`src/psum_params.svh`:
```
`ifndef PSUM_PARAMS_SVH
`define PSUM_PARAMS_SVH

// loop counter widths, one per layer shape field.
`define PSUM_F_WIDTH    4
`define PSUM_M_WIDTH    6
`define PSUM_N_WIDTH    3
`define PSUM_E_WIDTH    3
`define PSUM_P_WIDTH    3
`define PSUM_T_WIDTH    2

// psum word returned by the array for each index tuple.
`define PSUM_DATA_WIDTH 16

// accumulator entries are wider so that long runs do not wrap early.
`define PSUM_ACC_WIDTH  24

// host configuration data bus.
`define PSUM_CFG_WIDTH  8

// one entry per output row and column, rows times columns.
`define PSUM_BUF_DEPTH  128

`endif

```
`src/psum_pkg.sv`:
```
`include "psum_params.svh"

package psum_pkg;

    // index generator FSM states.
    typedef enum logic [1:0] {
        IDLE,
        INNER_LOOP,
        OUTER_LOOP,
        DONE
    } gen_state_e;

    // host configuration opcodes, one per shape field plus the run command.
    typedef enum logic [2:0] {
        CFG_F     = 3'd0,
        CFG_M     = 3'd1,
        CFG_N     = 3'd2,
        CFG_E     = 3'd3,
        CFG_P     = 3'd4,
        CFG_T     = 3'd5,
        CFG_START = 3'd6
    } cfg_op_e;

    // buffer address is the row index on top of the column index.
    typedef logic [`PSUM_E_WIDTH+`PSUM_F_WIDTH-1:0] buf_addr_t;

    typedef logic [`PSUM_ACC_WIDTH-1:0] acc_t;
    typedef logic [`PSUM_DATA_WIDTH-1:0] psum_t;

endpackage

```
`src/psum_index_generator.sv`:
```
`timescale 1ns/10ps
`include "psum_params.svh"

module psum_index_generator
    import psum_pkg::*;
(
    input  logic                        clk,
    input  logic                        reset,
    input  logic                        i_start,
    input  logic                        i_await,
    input  logic [`PSUM_F_WIDTH-1:0]    i_f,
    input  logic [`PSUM_M_WIDTH-1:0]    i_m,
    input  logic [`PSUM_N_WIDTH-1:0]    i_n,
    input  logic [`PSUM_E_WIDTH-1:0]    i_e,
    input  logic [`PSUM_P_WIDTH-1:0]    i_p,
    input  logic [`PSUM_T_WIDTH-1:0]    i_t,
    output logic                        o_busy,
    output logic                        o_done,
    output logic                        o_idx_valid,
    output logic [`PSUM_N_WIDTH-1:0]    o_psum_index,
    output logic [`PSUM_M_WIDTH-1:0]    o_channel_index,
    output logic [`PSUM_E_WIDTH-1:0]    o_row_index,
    output logic [`PSUM_F_WIDTH-1:0]    o_col_index
);

    localparam int M_W = `PSUM_M_WIDTH;

    gen_state_e state_crnt, state_nxt;

    logic [`PSUM_F_WIDTH-1:0] f_crnt, f_nxt;
    logic [`PSUM_N_WIDTH-1:0] n_crnt, n_nxt;
    logic [`PSUM_E_WIDTH-1:0] e_crnt, e_nxt;
    logic [`PSUM_P_WIDTH-1:0] p_crnt, p_nxt;
    logic [`PSUM_T_WIDTH-1:0] t_crnt, t_nxt;
    logic [`PSUM_M_WIDTH-1:0] base_crnt, base_nxt;

    logic                     p_last;
    logic                     f_last;
    logic                     n_last;
    logic                     t_last;
    logic                     e_last;
    logic [`PSUM_M_WIDTH-1:0] base_step;
    logic [`PSUM_M_WIDTH-1:0] group_offset;

    assign p_last = (p_crnt == i_p - 1'b1);
    assign f_last = (f_crnt == i_f - 1'b1);
    assign n_last = (n_crnt == i_n - 1'b1);
    assign t_last = (t_crnt == i_t - 1'b1);
    assign e_last = (e_crnt == i_e - 1'b1);

    assign base_step    = base_crnt + M_W'(i_p) * M_W'(i_t); // next pass starts here.
    assign group_offset = M_W'(t_crnt) * M_W'(i_p);

    always_ff @(posedge clk) begin
        if (reset) begin
            state_crnt <= IDLE;
            f_crnt     <= '0;
            n_crnt     <= '0;
            e_crnt     <= '0;
            p_crnt     <= '0;
            t_crnt     <= '0;
            base_crnt  <= '0;
        end else begin
            state_crnt <= state_nxt;
            f_crnt     <= f_nxt;
            n_crnt     <= n_nxt;
            e_crnt     <= e_nxt;
            p_crnt     <= p_nxt;
            t_crnt     <= t_nxt;
            base_crnt  <= base_nxt;
        end
    end

    always_comb begin
        state_nxt = state_crnt;
        f_nxt     = f_crnt;
        n_nxt     = n_crnt;
        e_nxt     = e_crnt;
        p_nxt     = p_crnt;
        t_nxt     = t_crnt;
        base_nxt  = base_crnt;
        case (state_crnt)
            IDLE: begin
                if (i_start) begin
                    state_nxt = INNER_LOOP;
                    f_nxt     = '0;
                    n_nxt     = '0;
                    e_nxt     = '0;
                    p_nxt     = '0;
                    t_nxt     = '0;
                end
            end
            INNER_LOOP: begin
                // one tuple per unstalled cycle, p fastest, then F, then n.
                if (!i_await) begin
                    p_nxt = p_last ? '0 : p_crnt + 1'b1;
                    if (p_last) begin
                        f_nxt = f_last ? '0 : f_crnt + 1'b1;
                        if (f_last) begin
                            n_nxt = n_last ? '0 : n_crnt + 1'b1;
                            if (n_last) begin
                                state_nxt = OUTER_LOOP;
                            end
                        end
                    end
                end
            end
            OUTER_LOOP: begin
                if (!i_await) begin
                    state_nxt = INNER_LOOP;
                    t_nxt     = t_last ? '0 : t_crnt + 1'b1;
                    if (t_last) begin
                        e_nxt = e_last ? '0 : e_crnt + 1'b1;
                        if (e_last) begin
                            state_nxt = DONE;
                        end
                    end
                end
            end
            DONE: begin
                state_nxt = IDLE;
                base_nxt  = (base_step == i_m) ? '0 : base_step; // rotate over the channels.
            end
            default: state_nxt = IDLE;
        endcase
    end

    assign o_busy      = (state_crnt != IDLE);
    assign o_done      = (state_crnt == DONE);
    assign o_idx_valid = (state_crnt == INNER_LOOP) && !i_await;

    assign o_psum_index    = n_crnt;
    assign o_channel_index = base_crnt + M_W'(p_crnt) + group_offset;
    assign o_row_index     = e_crnt;
    assign o_col_index     = f_crnt;

endmodule

```
`config.mk`:
```
export PLATFORM = sky130hd
export DESIGN_NAME = psum_index_generator
export DESIGN_NICKNAME = d
export VERILOG_FILES = /design/src/psum_pkg.sv /design/src/psum_index_generator.sv
export VERILOG_INCLUDE_DIRS = /design/src
export SDC_FILE = /design/constraint.sdc
export NUM_CORES = 1
export LEC_CHECK = 0
export BUFFER_PORTS_ARGS = -buffer_cell sky130_fd_sc_hd__buf_2
export CAP_MARGIN = 20
export CORE_AREA = 2 2 80 82
export DETAILED_ROUTE_END_ITERATION = 16
export DIE_AREA = 0 0 82 84
export PLACE_DENSITY = 0.66
export SKIP_LAST_GASP = 1
export SLEW_MARGIN = 40
export SYNTH_ARGS = -nofsm -noshare
export SYNTH_HDL_FRONTEND = slang
export SYNTH_SLANG_ARGS = --single-unit
export TNS_END_PERCENT = 30
```
`constraint.sdc`:
```
create_clock -name clk -period 9 [get_ports clk]
set_input_delay 2.25 -clock clk [delete_from_list [all_inputs] [get_ports clk]]
set_output_delay 2.25 -clock clk [all_outputs]
set_load 0.02 [all_outputs]
```
# [After elaboration in Yosys (flattened, before gate mapping)]
# Cells that the tools add are included.
[op_classes] reduce_logical=12 mul=2 n_eq_ne=16 add_sub_neg=13 mux=32
[ops] cell="$mux W3" n=10
[ops] cell="$mux W2" n=11
[ops] cell="$pmux W3 S2" n=3
[ops] cell="$mux W4" n=4
[ops] cell="$ne A2 B2 Y1 const B" n=7
[ops] cell="$add A6 B5 Y6" n=2
[ops] cell="$add A3 B1 Y3 const B" n=3
[ops] cell="$eq A3 B3 Y1" n=3
[ops] cell="$sub A3 B1 Y3 const B" n=3
[ops] cell="$pmux W2 S4" n=1
[ops] cell="$pmux W4 S2" n=1
[ops] cell="$reduce_and A4 Y1" n=2
[ops] cell="$add A6 B3 Y6" n=1
[ops] cell="$eq A6 B6 Y1" n=1
[ops] cell="$mux W6" n=1
[ops] cell="$reduce_and A3 Y1" n=2
[ops] cell="$reduce_and A6 Y1" n=1
[ops] cell="$reduce_bool A2 Y1" n=3
[ops] cell="$mul A2 B3 Y5" n=1
[ops] cell="$mul A3 B2 Y5" n=1
[ops] cell="$reduce_and A5 Y1" n=1
[ops] cell="$add A4 B1 Y4 const B" n=1
[ops] cell="$eq A2 B2 Y1 const B" n=2
[ops] cell="$eq A4 B4 Y1" n=1
[ops] cell="other kinds (9)" n=9
[word_totals] out_inout_bits=19 regBits=23 word_cells=82 in_bits=25

# [Logic depth before layout (Yosys ltp)]
[logic_depth] word_depth=7 mapped_depth=10 depth_no_buf=10

# [Worst setup path after synthesis]
# No wires, ideal clock.
[synth_path] path_kind="input to output" startpoint="in i_p[2]" endpoint="out o_channel_index[5]" cell_stages=9 path_buffers=0 path_slack_ns=2.219 t_arrival_ns=4.531 cell_sequence="and2_2 -> fa_1 -> inv_1 -> fa_1 -> inv_1 -> fa_1 -> a21o_1 -> a21oi_1 -> xnor2_1"
[synth_via] elab_chain_cells=2
[synth_rtl] item="from (decl)" line_no="psum_index_generator.sv:15" rtl="input logic [`PSUM_P_WIDTH-1:0] i_p,"
[synth_rtl] item="$mul A2 B3 Y5" line_no="psum_index_generator.sv:52" rtl="assign group_offset = M_W'(t_crnt) * M_W'(i_p);"
[synth_rtl] item="$add A6 B5 Y6" line_no="psum_index_generator.sv:133" rtl="assign o_channel_index = base_crnt + M_W'(p_crnt) + group_offset;"
[synth_rtl] item="to (decl)" line_no="psum_index_generator.sv:21" rtl="output logic [`PSUM_M_WIDTH-1:0] o_channel_index,"
# Every way passes these cells.

# [Worst setup path after layout]
[layout_path] startpoint="in i_p[0]" endpoint="out o_channel_index[5]"
# The elaborated chain is that of the path after synthesis.

==> flow_summary.json <==
{
  "yosys_register_bits": 23,
  "rsz0062_at_grt": "false",
  "netSwitchingFraction_pct": 33.19,
  "setup_viol": 0,
  "crit_arrival_ns": 4.78,
  "status": "complete, no violations",
  "grt_max_degree": 24,
  "area_delta_synth_final_pct": 15.52,
  "hp-class": "flip-flop to flip-flop",
  "track_usage_pct": 13.87,
  "path_buf_inv": 3,
  "n_antenna_cell": 0,
  "cp_top_family": "adder cells",
  "grt_pass1_wl_um": 7617,
  "die_x_um": 82,
  "stdcell_area_mm2": 0.002486,
  "finalSetupTns_ns": 0,
  "path_common_cell": "fa_1",
  "grt_overflow": 0,
  "synthArstFlopShare_pct": 0,
  "seqPwrFrac_pct": 45.4,
  "r2r-end": "base_crnt[1]$_SDFFE_PP0P_",
  "layoutNonFillerInstCount": 364,
  "cts_resized": 0,
  "io_buffers": 43,
  "core-area_mm2": 0.006096,
  "power_frac_comb_pct": 27.7,
  "io_pins": 44,
  "clock_path_buffers": 2,
  "post-place-ws_ns": 1.935,
  "min_period_ns": 7.025,
  "vdd_drop_max_uv": 50.70,
  "antenna_found_initial": 0,
  "nNetsFinal": 344,
  "yosysUniqueCellTypes": 50,
  "initialDrtViolationCount": 83,
  "finalCritPeriodShare_pct": 78.06,
  "cts_max_level": 1,
  "p_int_uw": 163.9,
  "setup_ws_ns": 1.975,
  "switchingPower_uw": 81.40,
  "drive_gt1_share_pct": 18.82,
  "p_leak_uw": 0.001235,
  "root_buffer": "clkbuf_8",
  "p_clk_share_pct": 26.9,
  "worstPathMaxFanout": 6,
  "yosysSeqAreaShare_pct": 21.40,
  "cp-start-kind": "input pin",
  "die-area_mm2": 0.006888,
  "critPathSlowestCell": "fa_1",
  "cp_cell_sequence": "buf_2 > nand2_1 > fa_1 > fa_1 > inv_1 > ha_1 > fa_1 > a21o_1 > a21oi_1 > xnor2_1 > buf_2",
  "layout_common_cells": "buf_2 (43), inv_1 (25), ha_1 (23), dfxtp_1 (23), xnor2_1 (16)",
  "synth_area_mm2": 0.002152,
  "placed_area_mm2": 0.002440,
  "route.detailed.drc": 0,
  "drt-vias-per-instance": 4.978,
  "ant_nets": 0,
  "total_power_uw": 245.3,
  "min_from": "base_crnt[0]$_SDFFE_PP0P_",
  "hold_path_end": "base_crnt[0]$_SDFFE_PP0P_",
  "crit_type": "input pin to output port",
  "mostFrequentLayoutCell": "buf_2",
  "synth_edf_count": 0,
  "worst_skew_pair.late_latency_ns": 0.27,
  "grt_pass1_vias": 1671,
  "worstPathRequired_ns": 6.75,
  "vias": 1812,
  "die_h_um": 84,
  "wirelength_um": 4502,
  "clk_pin_slew_ns": 0.08,
  "wl_per_cell_um": 12.37,
  "cts-hold-fix-buffers": 0,
  "postCtsSetupRepairBufs": 0,
  "reg2reg_depth": 9,
  "timing.rr.start": "base_crnt[2]$_SDFFE_PP0P_",
  "dp_hpwl_um": 3712,
  "slew_headroom_pct": 56.77,
  "yosys_most_used_dff": "dfxtp_1",
  "tightest_slew_ns": 0.6476,
  "regToRegSetupSlack_ns": 6.22,
  "cts_num_sinks": 23,
  "syn_avg_cell_area_um2": 8.748,
  "netlist_instances": 246,
  "max_cap_viol_count": 0,
  "cts_buffers": 3,
  "synth_nets": 302,
  "initial_core_util_pct": 35.30,
  "final_hold_viol_count": 0,
  "rows": 29,
  "cellPowerDensity_mw_per_mm2": 98.66,
  "max_stage_delay_ns": 0.52,
  "first_pass_iters": 4,
  "finalMaxSlewViolations": 0,
  "cts_tree": "yes",
  "clock.fmax_ghz": 0.1423,
  "finClkSkew_ns": 0.002210,
  "dpl.cell_count": 360,
  "ys.warnings.count": 0,
  "gp_routability_congestion": 0.7598,
  "min_path_cells": 2,
  "end_kind": "output port"
}
## metal layers
metal  GRT usage [%]  routed length [um]
met5               0                   0
met4           3.182                  37
met3           2.597                 175
met2           22.54                2145
met1           18.85                2143
## final cells by class
class	instances	area, um^2
Clock buffer	3	41.29
Clock inverter	1	5.005
Timing Repair Buffer	43	215.2
Fill cell	641	3610
Inverter	26	97.59
Tap cell	77	96.34
Multi-Input combinational cell	191	1570
Sequential cell	23	460.4
## synthesized netlist by cell type (2+ instances only)
cell      count  share of area (%)
a21o_1        5                1.7
a21oi_1      15                3.5
a31oi_1       2               0.58
a32o_1        2               0.93
and2_1        6                1.7
and2_2        2               0.70
clkbuf_1      5               0.87
dfxtp_1      23                 21
fa_1          8                7.4
ha_1         23                 13
inv_1        25                4.4
mux2i_1       2               0.93
nand2_1      15                2.6
nand2b_1      6                1.7
nand3_1      10                2.3
nor2_1       10                1.7
nor2b_1       5                1.5
nor3_1        6                1.4
nor3b_1       2               0.70
nor4_1        2               0.58
o211ai_1      2               0.70
o21a_1        2               0.70
o21ai_0       6                1.4
o31ai_1       2               0.70
o32ai_1       2               0.81
o41ai_1       2               0.81
or2b_2        2               0.81
or3_1         3               0.87
or4_1         4                1.4
xnor2_1      16                6.5
xnor3_1       2                2.1
xor2_1       10                4.1
xor3_1        2                2.2
## through the flow
step / hold slack, ns / utilization, %
floorplan: 0.4579 / -
global placement: 0.4946 / 40.02
detailed placement: 0.5039 / 40.02
CTS: 0.5170 / 40.78
global route: 0.5412 / 40.78
finish: 0.5124 / 40.78
## registers in the layout, indices dropped and copies added, names as in the netlist
signal        cells
o_psum_index      3
o_col_index       4
o_row_index       3
state_crnt        2
p_crnt            3
t_crnt            2
base_crnt         6
## kinds of logic after synthesis
family / after synthesis / synth area share (%)
adders and majority gates: 31 / 20.81
and+or+nand+nor: 79 / 20.29
muxes: 3 / 1.628
buffers and inverters: 32 / 5.639
DFF: 23 / 21.40
AOI/OAI and AO/OA: 48 / 15.35
xor gates and xnor gates: 30 / 14.88
## power groups by stage
| stage | clock network (uW) | registers, uW | logic [uW] |
|---|---|---|---|
| 2_1_floorplan | 0 | 110 | 51.6 |
| 3_3_place_gp | 0 | 114 | 67.0 |
| 3_5_place_dp | 0 | 114 | 68.3 |
| 4_1_cts | 68.4 | 111 | 68.8 |
| 5_1_grt | 72.5 | 112 | 76.1 |
| 6_report | 66.0 | 111 | 68.0 |
## tightest hold or removal path: stages, from the launching register on
cell and delay, ns:
dfxtp_1 0.35, nand2_1 0.07, a21oi_1 0.06
## worst max path at each step
stage / from / to / slack (ns) / cells after the start
2_1_floorplan: i_p[2] / o_channel_index[5] / 2.22 / 9
3_3_place_gp: i_p[0] / o_channel_index[5] / 2.00 / 11
3_5_place_dp: i_p[0] / o_channel_index[5] / 1.93 / 11
4_1_cts: i_p[0] / o_channel_index[5] / 1.94 / 11
5_1_grt: i_p[0] / o_channel_index[5] / 1.77 / 11
6_report: i_p[0] / o_channel_index[5] / 1.97 / 11
No activity file was read; power rests on OpenSTA's default activity.
