==> src/psum_params.svh <==
`ifndef PSUM_PARAMS_SVH
`define PSUM_PARAMS_SVH

// loop counter widths, one per layer shape field.
`define PSUM_F_WIDTH    4
`define PSUM_M_WIDTH    6
`define PSUM_N_WIDTH    3
`define PSUM_E_WIDTH    3
`define PSUM_P_WIDTH    3
`define PSUM_T_WIDTH    2

// psum word returned by the array for each index tuple.
`define PSUM_DATA_WIDTH 16

// accumulator entries are wider so that long runs do not wrap early.
`define PSUM_ACC_WIDTH  24

// host configuration data bus.
`define PSUM_CFG_WIDTH  8

// one entry per output row and column, rows times columns.
`define PSUM_BUF_DEPTH  128

`endif

==> src/psum_pkg.sv <==
`include "psum_params.svh"

package psum_pkg;

    // index generator FSM states.
    typedef enum logic [1:0] {
        IDLE,
        INNER_LOOP,
        OUTER_LOOP,
        DONE
    } gen_state_e;

    // host configuration opcodes, one per shape field plus the run command.
    typedef enum logic [2:0] {
        CFG_F     = 3'd0,
        CFG_M     = 3'd1,
        CFG_N     = 3'd2,
        CFG_E     = 3'd3,
        CFG_P     = 3'd4,
        CFG_T     = 3'd5,
        CFG_START = 3'd6
    } cfg_op_e;

    // buffer address is the row index on top of the column index.
    typedef logic [`PSUM_E_WIDTH+`PSUM_F_WIDTH-1:0] buf_addr_t;

    typedef logic [`PSUM_ACC_WIDTH-1:0] acc_t;
    typedef logic [`PSUM_DATA_WIDTH-1:0] psum_t;

endpackage

==> src/layer_config_regs.sv <==
`timescale 1ns/10ps
`include "psum_params.svh"

module layer_config_regs
    import psum_pkg::*;
(
    input  logic                        clk,
    input  logic                        reset,
    input  logic                        i_cfg_strobe,
    input  cfg_op_e                     i_cfg_op,
    input  logic [`PSUM_CFG_WIDTH-1:0]  i_cfg_data,
    input  logic                        i_gen_busy,
    output logic [`PSUM_F_WIDTH-1:0]    o_shape_f,
    output logic [`PSUM_M_WIDTH-1:0]    o_shape_m,
    output logic [`PSUM_N_WIDTH-1:0]    o_shape_n,
    output logic [`PSUM_E_WIDTH-1:0]    o_shape_e,
    output logic [`PSUM_P_WIDTH-1:0]    o_shape_p,
    output logic [`PSUM_T_WIDTH-1:0]    o_shape_t,
    output logic                        o_start,
    output logic                        o_cfg_error
);

    localparam int M_W = `PSUM_M_WIDTH;

    logic [`PSUM_M_WIDTH-1:0] pass_span;
    logic                     shape_ok;
    logic                     start_req;
    logic                     start_ok;

    assign pass_span = M_W'(o_shape_p) * M_W'(o_shape_t); // channels covered by one pass.
    assign shape_ok  = (o_shape_f != '0) && (o_shape_m != '0) && (o_shape_n != '0) &&
                       (o_shape_e != '0) && (o_shape_p != '0) && (o_shape_t != '0) &&
                       (pass_span <= o_shape_m);
    assign start_req = i_cfg_strobe && (i_cfg_op == CFG_START);

    // a start still in flight counts as busy, since the generator only sees it next cycle.
    assign start_ok = shape_ok && !i_gen_busy && !o_start;

    always_ff @(posedge clk) begin
        if (reset) begin
            o_shape_f <= '0;
            o_shape_m <= '0;
            o_shape_n <= '0;
            o_shape_e <= '0;
            o_shape_p <= '0;
            o_shape_t <= '0;
        end else if (i_cfg_strobe) begin
            case (i_cfg_op)
                CFG_F:   o_shape_f <= i_cfg_data[`PSUM_F_WIDTH-1:0];
                CFG_M:   o_shape_m <= i_cfg_data[`PSUM_M_WIDTH-1:0];
                CFG_N:   o_shape_n <= i_cfg_data[`PSUM_N_WIDTH-1:0];
                CFG_E:   o_shape_e <= i_cfg_data[`PSUM_E_WIDTH-1:0];
                CFG_P:   o_shape_p <= i_cfg_data[`PSUM_P_WIDTH-1:0];
                CFG_T:   o_shape_t <= i_cfg_data[`PSUM_T_WIDTH-1:0];
                default: ; // the start command leaves the shape alone.
            endcase
        end
    end

    // exactly one of the two pulses follows every start command.
    always_ff @(posedge clk) begin
        if (reset) begin
            o_start     <= 1'b0;
            o_cfg_error <= 1'b0;
        end else begin
            o_start     <= start_req && start_ok;
            o_cfg_error <= start_req && !start_ok;
        end
    end

endmodule

==> config.mk <==
export PLATFORM = sky130hd
export DESIGN_NAME = layer_config_regs
export DESIGN_NICKNAME = d
export VERILOG_FILES = /design/src/psum_pkg.sv /design/src/layer_config_regs.sv
export VERILOG_INCLUDE_DIRS = /design/src
export SDC_FILE = /design/constraint.sdc
export NUM_CORES = 1
export LEC_CHECK = 0
export BUFFER_PORTS_ARGS = -buffer_cell sky130_fd_sc_hd__buf_2
export CORE_MARGIN = 1.5
export CORE_UTILIZATION = 52
export DETAILED_ROUTE_END_ITERATION = 10
export PLACE_DENSITY = 0.85
export RECOVER_POWER = 25
export SKIP_CTS_REPAIR_TIMING = 1
export SYNTH_ARGS = -nofsm -noshare
export SYNTH_HDL_FRONTEND = slang
export SYNTH_SLANG_ARGS = --single-unit
==> constraint.sdc <==
create_clock -name clk -period 6.9 [get_ports clk]
set_input_delay 1.035 -clock clk [delete_from_list [all_inputs] [get_ports clk]]
set_output_delay 1.035 -clock clk [all_outputs]
set_load 0.1 [all_outputs]
# Word level (Yosys, flattened, before mapping)
# Cells that the tools add are included.
[totals]
elab_cells = 43
in_bits = 15
reg_bits = 23
[op_classes]
order_cmp = 1
n_reduce_logical = 27
n_eq_ne = 6
multipliers = 1
[ops]
columns = ["cell", "count"]
rows = [
  ["2-bit AND reduction", 6],
  ["1-bit logical AND", 11],
  ["3-bit == test (second input constant)", 3],
  ["3-bit nonzero test", 3],
  ["3-bit by 2-bit == test with 1-bit output (second input constant)", 2],
  ["5-bit by 6-bit <= comparator with 1-bit output", 1],
  ["6-bit nonzero test", 1],
  ["3-bit by 2-bit multiplier with 5-bit output", 1],
  ["4-bit nonzero test", 1],
  ["3-bit by 1-bit == test with 1-bit output (second input constant)", 1],
  ["1-bit zero test", 3],
  ["3-bit zero test", 1],
  ["2-bit nonzero test", 1],
]

# Logic depth before layout (Yosys ltp)
# Gate-level depths: netlist of run 1.
[depth]
ltp_word = 11
ltp_mapped = 10

# Least setup slack after synthesis of run 1
# OpenSTA, ideal clock, no wires.
[synth_path]
path_type = "register to register"
from = "register o_shape_t[1]"
to = "register o_cfg_error"
arrival_ns = 2.946
slack_ns = 3.898
n_path_buf = 0
stages_incl_launch_ff = 11
synth_period_minus_slack_ns = 3.002
required_ns = 6.843
cell_sequence = "dfxtp_1 and2_1 ha_1 inv_1 fa_1 xor2_1 ha_1 and3_1 a31o_2 a31oi_1 o21ba_2"
[synth_between]
elab_chain_len = 7
[synth_rtl]
columns = ["element", "line_no", "rtl"]
rows = [
  ["start: declaration", "layer_config_regs.sv:18", "output logic [`PSUM_T_WIDTH-1:0] o_shape_t,"],
  ["start signal: assignment", "layer_config_regs.sv:54", "CFG_T: o_shape_t <= i_cfg_data[`PSUM_T_WIDTH-1:0];"],
  ["3-bit by 2-bit multiplier with 5-bit output or 2-bit nonzero test (tied branches)", "layer_config_regs.sv:30, layer_config_regs.sv:32", ""],
  ["5-bit by 6-bit <= comparator with 1-bit output or 1-bit logical AND (tied branches)", "layer_config_regs.sv:33, layer_config_regs.sv:32", ""],
  ["1-bit logical AND *", "layer_config_regs.sv:32", "(o_shape_e != '0) && (o_shape_p != '0) && (o_shape_t != '0) &&"],
  ["1-bit logical AND * (2 in a row)", "layer_config_regs.sv:37", "assign start_ok = shape_ok && !i_gen_busy && !o_start;"],
  ["1-bit zero test *", "layer_config_regs.sv:67", "o_cfg_error <= start_req && !start_ok;"],
  ["1-bit logical AND *", "layer_config_regs.sv:67", ""],
  ["end signal: assignment", "layer_config_regs.sv:67", ""],
  ["end: declaration", "layer_config_regs.sv:20", "output logic o_cfg_error"],
]
# Mark *: on every way between the ends. The rest lies on a longest branch, timed or not.
# A chain may end at the register's enable or synchronous reset.

# Worst setup path in the final report of run 1
# Same ends and word-level chain as after synthesis.

==> impl_results.md, run 1 <==
- Status: completed
- Top cells by area, synth: dfxtp_1 (41%), mux2i_1 (19%), nor2_1 (7.9%), ha_1 (7.7%), nor3_1 (2.6%)
- Commonest cells in the netlist: nor2_1 (24), dfxtp_1 (23), mux2i_1 (21), inv_1 (8), ha_1 (7)
- Clk sinks: 23
- Vias in the first global route: 948
- Synth unique cells: 27
- Share of cells above drive strength 1: 24.7%
- Worst Setup SP: o_shape_t[1]$_SDFFE_PP0P_
- Cell Area, Synth: 1140 um2
- Reg2reg end: o_cfg_error$_SDFF_PP0_
- Post-synth top area share: 40.5%
- Flop pwr share: 56.8%
- Final setup viols: 0
- Simple logic cell fraction of the synthesized area: 23.9%
- Clock latency on the worst-skew pair: 0.31 ns
- Fmax: 398 MHz
- Area Growth Syn to Fin: 18.7%
- Final Skew: 0.00216 ns
- Pint: 169 uW
- DR pass1 iterations: 4
- Full die area: 2470 um2
- IO Pins: 38
- Fin crit share: 36.4%
- Vias: 994
- Setup WS pre-CTS: 4.45 ns
- RSZ-0062 raised after global routing: false
- Final HPWL from detailed placement: 2.02 mm
- DRC: 0
- I/O Buffers: 35
- CTS Buf Count: 3
- Nets: 182
- First DRT Iteration DRCs: 9
- Routability cong.: 0.938
- H-Tree Depth: 1
- Mapped Avg Cell Area: 9.39 um2
- Logic gate share of total power: 18.1%
- Starting Density: 56.8%
- Ys flop type: dfxtp_1
- Final min period: 2.51 ns
- Pin slew with the least headroom to its limit: 0.670 ns
- Inserted Diodes: 0
- Initial antenna violation count: 0
- Post-synthesis mux area share: 18.5%
- Setup CP Type: register to register
- Vias per inst: 5.37
- Crit Path Max Fanout: 6
- Worst Setup Start Kind: register
- Fin area: 1350 um2
- Setup TNS: 0 ns
- Row count: 16
- CTS tree: built
- Largest net degree at the start of global routing: 23
- Cell count after synthesis: 121
- Core ar.: 2000 um2
- Clock power share: 25.1%
- Xor/xnor share of the synthesized area: 0.771%
- Switching share of total power: 30.4%
- Die height: 49.7 um
- Final Hold Fails: 0
- Number of synthesized register bits: 23
- Adder-Cell Fraction of Synth Area: 9.47%
- Worst-path clk slew: 0.12 ns
- Power Density: 180 nW/um2
- Routed wire length: 2.59 mm
- Synth Net Count: 144
- Worst EP required: 7.16 ns
- Count leader, synth: nor2_1
- Reg-to-Reg Start: o_shape_t[1]$_SDFFE_PP0P_
- Static Leak: 0.000637 uW
- Switching power: 73.9 uW
- Slew margin rel.: 55.0%
- Worst setup path end: o_cfg_error$_SDFF_PP0_
- Post-synth EDFFs: 0
- First-pass GRT wire length: 4.39 mm
- Synth async-reset ratio: 0%
- DIE WIDTH: 49.7 um
- CP arrival: 2.78 ns
- Worst min path class: register to register
- Reg-to-reg slack, setup: 4.39 ns
- Hold path cells: 2
- Sequential-to-total area share from yosys stat: 40.5%
- Post-synth top area cell: dfxtp_1
- R2r worst-path depth: 10
- Max-slew violations: 0
- Antenna Violating Nets Remaining: 0
- Worst Setup End Kind: register
- Post-layout util: 67.4%
- Placed instance area: 1340 um2
- Synth warn: 0
- WL/cell: 14.0 um
- Max VDD drop: 125 uV
- Final WS setup: 4.39 ns
- Max_cap viols: 0
- Root Driver: clkbuf_4
- Compound-Gate Fraction of Synth Area: 3.52%
- Gr ovfl total: 0
- Clk buf depth: 2
- Global Route Usage Sum: 23.6%
- Largest family of logic cells by synthesized area: simple AND/OR/NAND/NOR gates
[flip-flops by register name, indices dropped and copies added, names as in the netlist]
register and cells:
o_shape_f 4, o_cfg_error 1, o_shape_p 3, o_shape_e 3
o_start 1, o_shape_t 2, o_shape_n 3, o_shape_m 6
[placed cells by master, fill, tap and decap left out, drive strengths merged, types with 5 or more instances in the layout]
cell type  instances
buf               33
clkbuf             6
dfxtp             23
ha                 7
inv                8
mux2i             21
nand2              5
nor2              24
nor3               7
[critical path: stages, from the launching register on]
cell and delay, ns:
dfxtp_1 0.43, and2_1 0.16, ha_1 0.18, inv_1 0.06
fa_1 0.37, xor2_1 0.17, ha_1 0.30, and3_1 0.21
a31o_2 0.24, a31oi_1 0.19, o21ba_2 0.16
[layout make-up]
class	count	area, um2
Fill cell	186	653
Tap cell	27	33.8
Clock buffer	4	26.3
Multi-Input combinational cell	88	626
Sequential cell	23	460
Timing Repair Buffer	35	173
Inverter	8	30.0
[cells by family (layout without fill, tap and decap cells)]
group,after synthesis,after routing
AO/OA/AOI/OAI,6,6
XOR/XNOR,1,1
adder cells (fa/ha/maj),8,8
buffers and inverters,10,47
flip-flops,23,23
multiplexers,21,21
AND/OR/NAND/NOR,52,52
[metrics by stage]
stage | cells | hold WS [ns] | total power (uW)
after global routing | 185 | 0.569 | 254
after global placement | 181 | 0.493 | 185
after CTS | 185 | 0.548 | 246
after detailed placement | 181 | 0.520 | 186
after floorplan | 121 | 0.981 | 174
final | 185 | 0.544 | 243
[worst min-delay path by stage]
| stage | start | end | slack, ns |
|---|---|---|---|
| after floorplan | o_shape_m[3]$_SDFFE_PP0P_ | o_shape_m[3]$_SDFFE_PP0P_ | 0.98 |
| after global placement | o_shape_m[4]$_SDFFE_PP0P_ | o_shape_m[4]$_SDFFE_PP0P_ | 0.49 |
| after detailed placement | o_shape_m[4]$_SDFFE_PP0P_ | o_shape_m[4]$_SDFFE_PP0P_ | 0.52 |
| after CTS | o_shape_m[4]$_SDFFE_PP0P_ | o_shape_m[4]$_SDFFE_PP0P_ | 0.55 |
| after global routing | o_shape_m[3]$_SDFFE_PP0P_ | o_shape_m[3]$_SDFFE_PP0P_ | 0.57 |
| final | o_shape_m[4]$_SDFFE_PP0P_ | o_shape_m[4]$_SDFFE_PP0P_ | 0.54 |
[power groups by stage]
| stage | registers (uW) | clock network [uW] | logic [uW] |
|---|---|---|---|
| 6_report | 138 | 61.0 | 44.1 |
| 4_1_cts | 138 | 63.0 | 44.8 |
| 5_1_grt | 138 | 68.9 | 46.6 |
| 3_3_place_gp | 141 | 0 | 43.9 |
| 3_5_place_dp | 141 | 0 | 44.8 |
| 2_1_floorplan | 160 | 0 | 13.5 |
[metal layers]
layer / share of wire, % / track usage, % / vias to the layer above / wire length (um)
met4: 1.8 / 10.6 / 0 / 47
li1: - / - / 489 / -
met5: 0 / 0 / - / 0
met1: 46 / 30.6 / 461 / 1200
met3: 4.9 / 3.94 / 6 / 126
met2: 47 / 38.2 / 38 / 1210
No activity file was read; power rests on OpenSTA's default activity.
==> inputs of run 2 (changes only) <==
--- a/config.mk
+++ b/config.mk
@@ -8,9 +8,9 @@
 export LEC_CHECK = 0
 export BUFFER_PORTS_ARGS = -buffer_cell sky130_fd_sc_hd__buf_2
 export CORE_MARGIN = 1.5
-export CORE_UTILIZATION = 52
+export CORE_UTILIZATION = 49
 export DETAILED_ROUTE_END_ITERATION = 10
-export PLACE_DENSITY = 0.85
+export PLACE_DENSITY = 0.81
 export RECOVER_POWER = 25
 export SKIP_CTS_REPAIR_TIMING = 1
 export SYNTH_ARGS = -nofsm -noshare
==> constraint.sdc (replaced) <==
create_clock -name clk -period 2.4 [get_ports clk]
set_input_delay 0.36 -clock clk [delete_from_list [all_inputs] [get_ports clk]]
set_output_delay 0.36 -clock clk [all_outputs]
set_load 0.1 [all_outputs]
==> run 2 against run 1 <==
Compared with the run above: maximum frequency up 8.4%; sequential cell count stayed put; critical path depth stayed put; clock-buffer cell count unchanged; critical endpoint unchanged; largest power group unchanged; highest routed layer unchanged.
==> impl_results.md, run 2 (synthesis gave the netlist of run 1 again) <==
- Crit. path cell count: 10
- Vias per inst: 5.43
- Final setup viols: 0
- Final Skew: 0.00290 ns
- CP arrival: 2.58 ns
- Max VDD drop: 401 uV
- IO Pins: 38
- CP max stage delay: 0.51 ns
- Static Leak: 0.000642 uW
- Final min period: 2.32 ns
- CTS tree: built
- Worst min path class: input port to register
- Inserted Diodes: 0
- Die height: 51.2 um
- Nets: 182
- Clk sinks: 23
- Worst Setup End Kind: register
- First-pass GRT wire length: 4.02 mm
- R2r worst-path depth: 10
- Most used routing layer: met2
- Vias in the first global route: 965
- DR pass1 iterations: 4
- Final Hold Fails: 0
- Max-slew violations: 0
- Largest net degree at the start of global routing: 23
- CP Buf/Inv Count: 2
- Worst EP required: 2.67 ns
- Post-layout util: 63.3%
- Full die area: 2620 um2
- Clk buf depth: 2
- Met2 usage in global routing: 35.9%
- Fin crit share: 96.5%
- Crit Path Max Fanout: 6
- Non-Filler Instances: 186
- Slew margin rel.: 55.6%
- Area Growth Syn to Fin: 22.0%
- Global Route Usage Sum: 20.8%
- Max FFs per register: 6
- WL/cell: 13.4 um
- Most frequent cells in the layout: buf_2 (33), nor2_1 (24), mux2i_1 (21), dfxtp_1 (18)
- Setup TNS: 0 ns
- Gr ovfl total: 0
- Worst-path clk slew: 0.12 ns
- Power Density: 502 nW/um2
- CP max stage cell: fa_2
- Largest Register: o_shape_m
- CTS Buf Count: 3
- Hold Crit Start: i_cfg_data[4]
- Core ar.: 2190 um2
- Clock latency on the worst-skew pair: 0.31 ns
- Share of cells above drive strength 1: 31.0%
- Reg-to-reg slack, setup: 0.08 ns
- Setup CP Type: register to register
- Starting Density: 51.9%
- Vias: 1010
- DRC: 0
- Regs by FF count: o_shape_m (6), o_shape_f (4)
- Max_cap viols: 0
- Routability cong.: 0.787
- Fmax: 432 MHz
- Root Driver: clkbuf_4
- Setup WS pre-CTS: 0.108 ns
- Hold_ws: 0.283 ns
- Final HPWL from detailed placement: 1.93 mm
- Critical path's top delay family: adder cells
- Pin slew with the least headroom to its limit: 0.661 ns
- Status: completed
- Reg-to-Reg Start: o_shape_t[0]$_SDFFE_PP0P_
- Reg2reg end: o_cfg_error$_SDFF_PP0_
- Placed cells: 182
- Row count: 17
- Commonest non-fill, non-tap cell in the layout: buf_2
- RSZ-0062 raised after global routing: false
- Hold Path End: o_shape_m[4]$_SDFFE_PP0P_
- Hold path cells: 3
- First DRT Iteration DRCs: 13
- DIE WIDTH: 51.2 um
- Routed wire length: 2.49 mm
- I/O Buffers: 35
- Antenna Violating Nets Remaining: 0
- H-Tree Depth: 1
- M3 GR Usage: 4.68%
- Worst Setup Start Kind: register
- Initial antenna violation count: 0
- Final WS setup: 0.0830 ns
- Met1 Use GR: 23.8%
- Critical path, cell by cell: and2_4, ha_4, inv_2, fa_2, inv_1, ha_1, and3_1, a31o_2, a31oi_1, o21ba_2
run 2: cell types whose count changed in the layout (fill, tap and decap cells not counted), moves of 2 or more:
cell / before / now
and2_1: 2 / 0
and2_4: 0 / 2
dfxtp_4: 0 / 4
dfxtp_1: 23 / 18
run 2: routing by layer:
layer | vias up | wire length (um)
met1 | 476 | 1090
met4 | 0 | 51
li1 | 492 | -
met3 | 6 | 146
met5 | - | 0
met2 | 36 | 1200
run 2: worst max-delay path by stage:
stage / startpoint / to / slack [ns]
after CTS: o_shape_t[0]$_SDFFE_PP0P_ / o_cfg_error$_SDFF_PP0_ / 0.09
after detailed placement: o_shape_t[0]$_SDFFE_PP0P_ / o_cfg_error$_SDFF_PP0_ / 0.11
after global routing: o_shape_t[0]$_SDFFE_PP0P_ / o_cfg_error$_SDFF_PP0_ / 0.009
after global placement: o_shape_t[0]$_SDFFE_PP0P_ / o_cfg_error$_SDFF_PP0_ / 0.17
after floorplan: o_shape_p[1]$_SDFFE_PP0P_ / o_cfg_error$_SDFF_PP0_ / -0.03
final: o_shape_t[0]$_SDFFE_PP0P_ / o_cfg_error$_SDFF_PP0_ / 0.08
run 2: cell type report:
cell class	instances	area, um2
clock buffers	4	26.3
fillers	202	805
inverters	8	30.0
multi-input cells	88	646
flip-flops and latches	23	477
well taps	28	35.0
repair buffers	35	173
run 2: stage by stage:
stage / area, um2 / total power, uW
floorplan: 1170 / 496
global placement: 1380 / 527
detailed placement: 1380 / 530
CTS: 1400 / 704
global route: 1390 / 719
finish: 1390 / 697
run 2: worst register-to-register path, delay by kind of cell (launching register included):
| kind | cells | cell delay (ns) |
|---|---|---|
| compound gates | 3 | 0.55 |
| fa+ha+maj | 3 | 0.90 |
| buf+inv | 2 | 0.09 |
| flops | 1 | 0.39 |
| simple gates | 2 | 0.34 |
run 2: where the power goes:
| group | leakage (uW) | switching (uW) | internal [uW] |
|---|---|---|---|
| sequential | 0.000190 | 7.22 | 386 |
| clock | 0.0000150 | 113 | 64.9 |
| combinational | 0.000437 | 93.8 | 32.0 |
| total | 0.000642 | 214 | 483 |
